==> config.mk <==
export PLATFORM = sky130hd
export DESIGN_NAME = rv_core
export DESIGN_NICKNAME = d
export VERILOG_FILES = /design/src/rtl/rv_pkg.sv /design/src/rtl/rv_alu.sv /design/src/rtl/rv_regfile.sv /design/src/rtl/rv_decode.sv /design/src/rtl/rv_pc.sv /design/src/rtl/rv_core.sv
export SDC_FILE = /design/constraint.sdc
export NUM_CORES = 2
export LEC_CHECK = 0
export BUFFER_PORTS_ARGS = -buffer_cell sky130_fd_sc_hd__buf_2
export CAP_MARGIN = 20
export CORE_MARGIN = 4
export CORE_UTILIZATION = 42
export CTS_BUF_LIST = sky130_fd_sc_hd__clkbuf_8 sky130_fd_sc_hd__clkbuf_16
export DETAILED_ROUTE_END_ITERATION = 10
export PLACE_DENSITY = 0.67
export SLEW_MARGIN = 30
export SYNTH_ARGS = -nofsm -noshare
export SYNTH_HDL_FRONTEND = slang
export SYNTH_SLANG_ARGS = --single-unit
==> constraint.sdc <==
create_clock -name clk -period 8.9 [get_ports clk]
set_clock_uncertainty 0.1 [all_clocks]
set_input_delay 1.78 -clock clk [delete_from_list [all_inputs] [get_ports clk]]
set_output_delay 1.78 -clock clk [all_outputs]
set_load 0.02 [all_outputs]
==> src/rtl/rv_pkg.sv <==
package rv_pkg;

  localparam int xlen = 32;

  typedef logic [xlen-1:0] word_t;
  typedef logic [4:0]      reg_idx_t;
  typedef logic [3:0]      alu_op_t;

  // major opcodes
  localparam logic [6:0] op_lui    = 7'b0110111;
  localparam logic [6:0] op_op_imm = 7'b0010011;
  localparam logic [6:0] op_op     = 7'b0110011;
  localparam logic [6:0] op_branch = 7'b1100011;
  localparam logic [6:0] op_jal    = 7'b1101111;
  localparam logic [6:0] op_load   = 7'b0000011;
  localparam logic [6:0] op_store  = 7'b0100011;
  localparam logic [6:0] op_system = 7'b1110011;

  // funct3 for alu ops
  localparam logic [2:0] f3_add  = 3'b000; // add, sub
  localparam logic [2:0] f3_sll  = 3'b001;
  localparam logic [2:0] f3_slt  = 3'b010;
  localparam logic [2:0] f3_sltu = 3'b011;
  localparam logic [2:0] f3_xor  = 3'b100;
  localparam logic [2:0] f3_srl  = 3'b101; // srl, sra
  localparam logic [2:0] f3_or   = 3'b110;
  localparam logic [2:0] f3_and  = 3'b111;

  // funct3 for branches and word access
  localparam logic [2:0] f3_beq  = 3'b000;
  localparam logic [2:0] f3_bne  = 3'b001;
  localparam logic [2:0] f3_blt  = 3'b100;
  localparam logic [2:0] f3_bge  = 3'b101;
  localparam logic [2:0] f3_bltu = 3'b110;
  localparam logic [2:0] f3_bgeu = 3'b111;
  localparam logic [2:0] f3_word = 3'b010; // lw / sw

  localparam logic [6:0] funct7_alt = 7'b0100000; // sub, sra

  localparam alu_op_t alu_add    = 4'd0;
  localparam alu_op_t alu_sub    = 4'd1;
  localparam alu_op_t alu_sll    = 4'd2;
  localparam alu_op_t alu_slt    = 4'd3;
  localparam alu_op_t alu_sltu   = 4'd4;
  localparam alu_op_t alu_xor    = 4'd5;
  localparam alu_op_t alu_srl    = 4'd6;
  localparam alu_op_t alu_sra    = 4'd7;
  localparam alu_op_t alu_or     = 4'd8;
  localparam alu_op_t alu_and    = 4'd9;
  localparam alu_op_t alu_pass_b = 4'd10;

  // register write source
  localparam logic [1:0] wb_alu  = 2'd0;
  localparam logic [1:0] wb_load = 2'd1;
  localparam logic [1:0] wb_pc4  = 2'd2;

  typedef struct packed {
    logic [6:0] funct7;
    reg_idx_t   rs2;
    reg_idx_t   rs1;
    logic [2:0] funct3;
    reg_idx_t   rd;
    logic [6:0] opcode;
  } r_fmt_t;

  typedef struct packed {
    logic [11:0] imm;
    reg_idx_t    rs1;
    logic [2:0]  funct3;
    reg_idx_t    rd;
    logic [6:0]  opcode;
  } i_fmt_t;

  typedef struct packed {
    logic [6:0] imm_hi;
    reg_idx_t   rs2;
    reg_idx_t   rs1;
    logic [2:0] funct3;
    logic [4:0] imm_lo;
    logic [6:0] opcode;
  } s_fmt_t;

  typedef struct packed {
    logic       imm_12;
    logic [5:0] imm_10_5;
    reg_idx_t   rs2;
    reg_idx_t   rs1;
    logic [2:0] funct3;
    logic [3:0] imm_4_1;
    logic       imm_11;
    logic [6:0] opcode;
  } b_fmt_t;

  typedef struct packed {
    logic [19:0] imm_31_12;
    reg_idx_t    rd;
    logic [6:0]  opcode;
  } u_fmt_t;

  typedef struct packed {
    logic       imm_20;
    logic [9:0] imm_10_1;
    logic       imm_11;
    logic [7:0] imm_19_12;
    reg_idx_t   rd;
    logic [6:0] opcode;
  } j_fmt_t;

  // one instruction word, seen through each format
  typedef union packed {
    r_fmt_t r_fmt;
    i_fmt_t i_fmt;
    s_fmt_t s_fmt;
    b_fmt_t b_fmt;
    u_fmt_t u_fmt;
    j_fmt_t j_fmt;
  } insn_t;

endpackage

==> src/rtl/rv_alu.sv <==
`timescale 1ns/100ps

module rv_alu (
  input  rv_pkg::word_t   a,
  input  rv_pkg::word_t   rs2_data,
  input  rv_pkg::word_t   imm,
  input  logic            use_imm,
  input  rv_pkg::alu_op_t alu_op,
  input  logic [2:0]      funct3,
  output rv_pkg::word_t   result,
  output logic            branch_cond
);

  rv_pkg::word_t b;
  logic [4:0]    shamt;
  logic          lt_s;
  logic          lt_u;

  assign b     = use_imm ? imm : rs2_data;
  assign shamt = b[4:0]; // srai keeps its alt bit above this

  always_comb begin
    case (alu_op)
      rv_pkg::alu_add:    result = a + b;
      rv_pkg::alu_sub:    result = a - b;
      rv_pkg::alu_sll:    result = a << shamt;
      rv_pkg::alu_slt:    result = {31'd0, $signed(a) < $signed(b)};
      rv_pkg::alu_sltu:   result = {31'd0, a < b};
      rv_pkg::alu_xor:    result = a ^ b;
      rv_pkg::alu_srl:    result = a >> shamt;
      rv_pkg::alu_sra:    result = $signed(a) >>> shamt;
      rv_pkg::alu_or:     result = a | b;
      rv_pkg::alu_and:    result = a & b;
      rv_pkg::alu_pass_b: result = b; // lui
      default:            result = '0;
    endcase
  end

  // branches always compare the two registers
  assign lt_s = $signed(a) < $signed(rs2_data);
  assign lt_u = a < rs2_data;

  always_comb begin
    case (funct3)
      rv_pkg::f3_beq:  branch_cond = (a == rs2_data);
      rv_pkg::f3_bne:  branch_cond = (a != rs2_data);
      rv_pkg::f3_blt:  branch_cond = lt_s;
      rv_pkg::f3_bge:  branch_cond = ~lt_s;
      rv_pkg::f3_bltu: branch_cond = lt_u;
      rv_pkg::f3_bgeu: branch_cond = ~lt_u;
      default:         branch_cond = 1'b0;
    endcase
  end

endmodule

==> src/rtl/rv_regfile.sv <==
`timescale 1ns/100ps

module rv_regfile #(
  parameter int num_regs = 32
) (
  input  logic             clk,
  input  logic             rst,
  input  rv_pkg::reg_idx_t rs1,
  input  rv_pkg::reg_idx_t rs2,
  output rv_pkg::word_t    rs1_data,
  output rv_pkg::word_t    rs2_data,
  input  rv_pkg::reg_idx_t rd,
  input  logic             we,
  input  logic [1:0]       wb_sel,
  input  rv_pkg::word_t    alu_result,
  input  rv_pkg::word_t    load_data,
  input  rv_pkg::word_t    pc_plus4
);

  rv_pkg::word_t regs [1:num_regs-1]; // x0 has no storage
  rv_pkg::word_t wdata;

  always_comb begin
    case (wb_sel)
      rv_pkg::wb_load: wdata = load_data;
      rv_pkg::wb_pc4:  wdata = pc_plus4; // jal link
      default:         wdata = alu_result;
    endcase
  end

  always_ff @(posedge clk) begin
    if (rst) begin
      for (int i = 1; i < num_regs; i++) regs[i] <= '0;
    end else if (we && (rd != 5'd0) && (rd < num_regs)) begin
      regs[rd] <= wdata;
    end
  end

  // x0 and indices past num_regs read as zero
  assign rs1_data = ((rs1 == 5'd0) || (rs1 >= num_regs)) ? '0 : regs[rs1];
  assign rs2_data = ((rs2 == 5'd0) || (rs2 >= num_regs)) ? '0 : regs[rs2];

endmodule

==> src/rtl/rv_decode.sv <==
`timescale 1ns/100ps

module rv_decode (
  input  rv_pkg::insn_t    insn,
  input  logic             halt,
  output rv_pkg::reg_idx_t rs1,
  output rv_pkg::reg_idx_t rs2,
  output rv_pkg::reg_idx_t rd,
  output rv_pkg::word_t    imm,
  output rv_pkg::word_t    offset,
  output rv_pkg::alu_op_t  alu_op,
  output logic             use_imm,
  output logic             branch,
  output logic [2:0]       funct3,
  output logic             jump,
  output logic             rf_we,
  output logic [1:0]       wb_sel,
  output logic             dmem_we,
  output logic             halt_req
);

  logic [6:0]    opcode;
  logic [6:0]    funct7;
  rv_pkg::word_t imm_i;
  rv_pkg::word_t imm_s;
  rv_pkg::word_t imm_b;
  rv_pkg::word_t imm_u;
  rv_pkg::word_t imm_j;
  logic          wr_req;
  logic          st_req;
  logic          alt_ok;

  // bit 5 of funct7 picks sub or sra for op and op_imm
  function automatic rv_pkg::alu_op_t alu_sel(input logic [2:0] f3, input logic alt);
    case (f3)
      rv_pkg::f3_add:  alu_sel = alt ? rv_pkg::alu_sub : rv_pkg::alu_add;
      rv_pkg::f3_sll:  alu_sel = rv_pkg::alu_sll;
      rv_pkg::f3_slt:  alu_sel = rv_pkg::alu_slt;
      rv_pkg::f3_sltu: alu_sel = rv_pkg::alu_sltu;
      rv_pkg::f3_xor:  alu_sel = rv_pkg::alu_xor;
      rv_pkg::f3_srl:  alu_sel = alt ? rv_pkg::alu_sra : rv_pkg::alu_srl;
      rv_pkg::f3_or:   alu_sel = rv_pkg::alu_or;
      default:         alu_sel = rv_pkg::alu_and;
    endcase
  endfunction

  // register fields sit at the same bits in every format
  assign opcode = insn.r_fmt.opcode;
  assign funct7 = insn.r_fmt.funct7;
  assign funct3 = insn.r_fmt.funct3;
  assign rs1    = insn.r_fmt.rs1;
  assign rs2    = insn.r_fmt.rs2;
  assign rd     = insn.r_fmt.rd;

  assign imm_i = {{20{insn.i_fmt.imm[11]}}, insn.i_fmt.imm};
  assign imm_s = {{20{insn.s_fmt.imm_hi[6]}}, insn.s_fmt.imm_hi, insn.s_fmt.imm_lo};
  assign imm_b = {{19{insn.b_fmt.imm_12}}, insn.b_fmt.imm_12, insn.b_fmt.imm_11,
                  insn.b_fmt.imm_10_5, insn.b_fmt.imm_4_1, 1'b0};
  assign imm_u = {insn.u_fmt.imm_31_12, 12'b0};
  assign imm_j = {{11{insn.j_fmt.imm_20}}, insn.j_fmt.imm_20, insn.j_fmt.imm_19_12,
                  insn.j_fmt.imm_11, insn.j_fmt.imm_10_1, 1'b0};

  assign offset = (opcode == rv_pkg::op_jal) ? imm_j : imm_b;

  always_comb begin
    case (opcode)
      rv_pkg::op_lui:   imm = imm_u;
      rv_pkg::op_store: imm = imm_s;
      default:          imm = imm_i;
    endcase
  end

  // funct7 may only be alt on add/sub and the right shifts
  assign alt_ok = (funct7 == rv_pkg::funct7_alt) &&
                  ((funct3 == rv_pkg::f3_add) || (funct3 == rv_pkg::f3_srl));

  always_comb begin
    alu_op   = rv_pkg::alu_add;
    use_imm  = 1'b0;
    branch   = 1'b0;
    jump     = 1'b0;
    wr_req   = 1'b0;
    wb_sel   = rv_pkg::wb_alu;
    st_req   = 1'b0;
    halt_req = 1'b0;
    case (opcode)
      rv_pkg::op_lui: begin
        alu_op  = rv_pkg::alu_pass_b;
        use_imm = 1'b1;
        wr_req  = 1'b1;
      end
      rv_pkg::op_op_imm: begin
        use_imm = 1'b1;
        if (funct3 == rv_pkg::f3_sll) begin
          alu_op = rv_pkg::alu_sll;
          wr_req = (funct7 == 7'd0);
        end else if (funct3 == rv_pkg::f3_srl) begin
          alu_op = alu_sel(funct3, funct7[5]);
          wr_req = (funct7 == 7'd0) || (funct7 == rv_pkg::funct7_alt);
        end else begin
          alu_op = alu_sel(funct3, 1'b0); // no subi
          wr_req = 1'b1;
        end
      end
      rv_pkg::op_op: begin
        alu_op = alu_sel(funct3, funct7[5]);
        wr_req = (funct7 == 7'd0) || alt_ok; // mul/div encodings fall out here
      end
      rv_pkg::op_branch: begin
        branch = 1'b1; // funct3 010 and 011 never meet branch_cond
      end
      rv_pkg::op_jal: begin
        jump   = 1'b1;
        wr_req = 1'b1;
        wb_sel = rv_pkg::wb_pc4;
      end
      rv_pkg::op_load: begin
        use_imm = 1'b1;
        wr_req  = (funct3 == rv_pkg::f3_word);
        wb_sel  = rv_pkg::wb_load;
      end
      rv_pkg::op_store: begin
        use_imm = 1'b1;
        st_req  = (funct3 == rv_pkg::f3_word);
      end
      rv_pkg::op_system: begin
        halt_req = (insn.i_fmt.imm == 12'd0) && (rs1 == 5'd0) &&
                   (funct3 == 3'd0) && (rd == 5'd0); // ecall only
      end
      default: ; // unknown encodings just step past
    endcase
  end

  assign rf_we   = wr_req & ~halt;
  assign dmem_we = st_req & ~halt;

endmodule

==> src/rtl/rv_pc.sv <==
`timescale 1ns/100ps

module rv_pc #(
  parameter rv_pkg::word_t reset_addr = '0
) (
  input  logic          clk,
  input  logic          rst,
  input  logic          halt_req,
  input  logic          branch_taken,
  input  logic          jump,
  input  rv_pkg::word_t offset,
  output rv_pkg::word_t pc,
  output rv_pkg::word_t pc_plus4,
  output logic          halt
);

  rv_pkg::word_t target;
  rv_pkg::word_t pc_next;

  assign pc_plus4 = pc + 32'd4;
  assign target   = pc + offset; // b or j immediate

  always_comb begin
    if (halt) begin
      pc_next = pc; // frozen until rst
    end else if (branch_taken || jump) begin
      pc_next = target;
    end else begin
      pc_next = pc_plus4;
    end
  end

  always_ff @(posedge clk) begin
    if (rst) begin
      pc   <= reset_addr;
      halt <= 1'b0;
    end else begin
      pc <= pc_next;
      if (halt_req) halt <= 1'b1; // sticky
    end
  end

endmodule

==> src/rtl/rv_core.sv <==
`timescale 1ns/100ps

module rv_core #(
  parameter rv_pkg::word_t reset_addr = '0,
  parameter int            num_regs   = 32
) (
  input  logic          clk,
  input  logic          rst,
  output logic          halt,
  output rv_pkg::word_t imem_addr,
  input  rv_pkg::word_t imem_data,
  output rv_pkg::word_t dmem_addr,
  output rv_pkg::word_t dmem_wdata,
  output logic          dmem_we,
  input  rv_pkg::word_t dmem_rdata
);

  rv_pkg::word_t    pc;
  rv_pkg::word_t    pc_plus4;
  rv_pkg::reg_idx_t rs1;
  rv_pkg::reg_idx_t rs2;
  rv_pkg::reg_idx_t rd;
  rv_pkg::word_t    imm;
  rv_pkg::word_t    offset;
  rv_pkg::alu_op_t  alu_op;
  rv_pkg::word_t    rs1_data;
  rv_pkg::word_t    rs2_data;
  rv_pkg::word_t    alu_result;
  logic             use_imm;
  logic             branch;
  logic             branch_cond;
  logic             branch_taken;
  logic [2:0]       funct3;
  logic             jump;
  logic             rf_we;
  logic [1:0]       wb_sel;
  logic             halt_req;

  assign imem_addr    = pc;
  assign dmem_addr    = alu_result; // lw/sw address from rs1 + imm
  assign dmem_wdata   = rs2_data;
  assign branch_taken = branch & branch_cond;

  rv_pc #(.reset_addr(reset_addr)) pc_i (
    .clk          (clk),
    .rst          (rst),
    .halt_req     (halt_req),
    .branch_taken (branch_taken),
    .jump         (jump),
    .offset       (offset),
    .pc           (pc),
    .pc_plus4     (pc_plus4),
    .halt         (halt)
  );

  rv_decode decode_i (
    .insn     (rv_pkg::insn_t'(imem_data)),
    .halt     (halt),
    .rs1      (rs1),
    .rs2      (rs2),
    .rd       (rd),
    .imm      (imm),
    .offset   (offset),
    .alu_op   (alu_op),
    .use_imm  (use_imm),
    .branch   (branch),
    .funct3   (funct3),
    .jump     (jump),
    .rf_we    (rf_we),
    .wb_sel   (wb_sel),
    .dmem_we  (dmem_we),
    .halt_req (halt_req)
  );

  rv_regfile #(.num_regs(num_regs)) regfile_i (
    .clk        (clk),
    .rst        (rst),
    .rs1        (rs1),
    .rs2        (rs2),
    .rs1_data   (rs1_data),
    .rs2_data   (rs2_data),
    .rd         (rd),
    .we         (rf_we),
    .wb_sel     (wb_sel),
    .alu_result (alu_result),
    .load_data  (dmem_rdata),
    .pc_plus4   (pc_plus4)
  );

  rv_alu alu_i (
    .a           (rs1_data),
    .rs2_data    (rs2_data),
    .imm         (imm),
    .use_imm     (use_imm),
    .alu_op      (alu_op),
    .funct3      (funct3),
    .result      (alu_result),
    .branch_cond (branch_cond)
  );

endmodule

==> impl_metrics.ini <==
[sta]
hold_violations = 0
relSlewSlack = 0.3080
final.min_clock_period_ns = 8.867
holdWs_ns = 0.4572
tns_ns = 0
slew_violations = 0
timing.final.ws_setup_ns = 0.03326
post-route-period-util = 0.9963
finalSetupViolCount = 0
worstMarginPinSlew_ns = 1.034
max_freq_mhz = 112.8
rsz0062_at_grt = yes

[critical_path]
criticalPathCategory = input port to output port
end_kind = output port
worst_ep_arrival_time_ns = 6.99
reg2reg_depth = 18
required_ns = 7.02
worstSetupStartpointType = input port
crit_path_max_fanout = 5

[clocking]
clk_pin_slew_ns = 0.06
clockBufferDepth = 3
cts_buffers = 111
cts_sinks = 1056
cts_tree = built
clk_latency_ns = 0.79
ctsHtreeMaxLevel = 3
root_buffer = clkbuf_16

[global_route]
grt_pass1_vias = 60350
gr-usage-all-layers = 0.3758
antenna_found_initial = 12
grt_max_degree = 68
gr-total-overflow = 0
grt_pass1_wl_um = 462200

[final_layout]
syn_to_final_growth_pct = 22.42
finalCoreUtilization = 0.5192
multi_input_area_um2 = 35760
seq_area_um2 = 31390
filler_cell_count = 14250
fin_nets = 7250
drive_gt1_frac = 0.3236

[synthesis]
syn_inst = 6173
synth_top_area_frac = 0.4434
ys_top_cells_by_area = edfxtp_1 44%, mux4_2 15%, nor2_1 5.5%
synthArstFlopShare = 0
yosysSeqAreaShare = 0.4526
yosysWarnings = 0
synth_flop_cell = edfxtp_1
synthDistinctLibCells = 125
synth_edf_count = 1024
synth-seq-cells = 1056
yosysMostFrequentCell = edfxtp_1
synth.top_cells.by_count = 1024 x edfxtp_1, 1011 x nor2_1, 450 x mux4_2, 328 x nand2_1
synth_area_um2 = 69350
yosysTopAreaCell = edfxtp_1
syn_area_per_cell_um2 = 11.23

[route]
dr_total_vias = 63210
drt-vias-per-instance = 6.808
drt_iter0_markers = 10190
wl_per_cell_um = 36.09
antenna_left = 0
drtPass1Iterations = 7
wirelength_um = 335100
route.detailed.drc = 0

[outcome]
status = complete, no violations

[placement]
port_buffers = 162
post-dp-hpwl_um = 239300
pre_cts_slack_ns = -1.176
gp_congestion = 1.035

[die]
initial_core_util = 0.4241
dieHeight_um = 414.4
die_area_um2 = 171700
rows = 148
io_pins = 164
die_w_um = 414.4
design.core.area_um2 = 163500

[power]
power.total_uw = 16580
vdd_drop_max_mv = 0.2018
leakagePower_uw = 0.03367
power_density_nw_per_um2 = 195.3

[worst_hold_path]
hold_depth = 2
hold_path.class = register to register

[flow_run]
drv_cap = 0
==> timing repair <==
item                                    in CTS  in global routing
hold endpoints to repair                     0                  0
hold buffers                                 0                  0
gates cloned                                 6                  4
pin swaps                                   26                 31
endpoints found under the setup margin      25                 22
buffers inserted                            17                 13
resized for setup                          111                 96
==> path summary, 6_finish.rpt <==
path | startpoint | slack [ns] | to
max reg2reg | regfile_i.regs[2][8]$_SDFFCE_PN0P_ | 2.73 | regfile_i.regs[16][10]$_SDFFCE_PN0P_
max | imem_data[20] | 0.03 | dmem_addr[0]
min reg2reg | pc_i.pc[29]$_SDFFE_PP0N_ | 0.46 | pc_i.pc[29]$_SDFFE_PP0N_
min | pc_i.pc[29]$_SDFFE_PP0N_ | 0.46 | pc_i.pc[29]$_SDFFE_PP0N_
==> flip-flops by register name, indices dropped and copies added (netlist names) <==
register	flops
pc_i.halt	1
pc_i.pc	31
regfile_i.regs	1024
==> metal layers <==
layer	part of all wire	track usage	up-vias
li1	-	-	25320
met1	0.35	0.4721	31270
met2	0.44	0.5749	5380
met3	0.13	0.1071	1233
met4	0.078	0.2317	10
met5	0.00020	0	-
==> layout make-up <==
class / instances / area share
antenna: 4 / 0.0001179
sequential: 1056 / 0.3697
tap: 2175 / 0.03205
multi-input combinational: 4365 / 0.4212
clock buffer: 111 / 0.03272
clock inverter: 95 / 0.009402
inverter: 194 / 0.008592
timing repair buffer: 1284 / 0.1262
==> layout by cell type, fill, tap and decap left out, types with 54 or more instances in the layout <==
| master | n |
|---|---|
| edfxtp_1 | 1024 |
| buf_4 | 1013 |
| nor2_1 | 1003 |
| mux4_2 | 450 |
| a21oi_1 | 289 |
| nand2_1 | 262 |
| mux2i_1 | 242 |
| nor3_1 | 238 |
| o21ai_0 | 210 |
| inv_1 | 201 |
| ha_1 | 163 |
| buf_2 | 152 |
| nand3_1 | 115 |
| clkbuf_16 | 115 |
| a22oi_1 | 94 |
| buf_12 | 80 |
| mux2_2 | 72 |
| nand2_2 | 67 |
| a211oi_1 | 54 |
==> worst max-delay path, stage by stage <==
cell and delay [ns]:
bufbuf_16 0.26, buf_4 0.13, buf_4 0.11, mux4_2 0.51, mux4_2 0.46, mux2_2 0.29
nand2_2 0.11, o21ai_1 0.09, ha_1 0.32, or3_4 0.38, or3_1 0.34, a21o_1 0.23
a21oi_4 0.17, buf_12 0.14, a311oi_4 0.11, o2111ai_2 0.30, buf_4 0.17, a21boi_1 0.08
o2111ai_1 0.19, buf_4 0.19, or3b_2 0.45, buf_2 0.17
==> metrics by stage <==
step           instances  area [um^2]
6_report            9284        84900
5_1_grt             9280        84890
3_5_place_dp        9036        79820
4_1_cts             9264        84290
3_3_place_gp        9033        79750
2_1_floorplan       6205        69590
==> kinds of logic (layout without fill, tap and decap cells) <==
group,count (synthesis),in the layout,share of synthesized area
AND/OR/NAND/NOR,2024,2024,0.1300
AO/OA/AOI/OAI,1291,1291,0.1299
flip-flops,1056,1056,0.4526
buffers and inverters,784,1684,0.05273
multiplexers,776,776,0.1946
adder cells (fa/ha/maj),172,172,0.03136
XOR/XNOR,69,69,0.008714
other,1,37,0.00005407
==> where the power goes <==
group	leakage (uW)	total [uW]	switching, uW	internal (uW)
sequential	0.0108	5770	113	5660
combinational	0.0210	6190	3900	2290
clock	0.00183	4610	2080	2540
No activity file was read; power rests on OpenSTA's default activity.
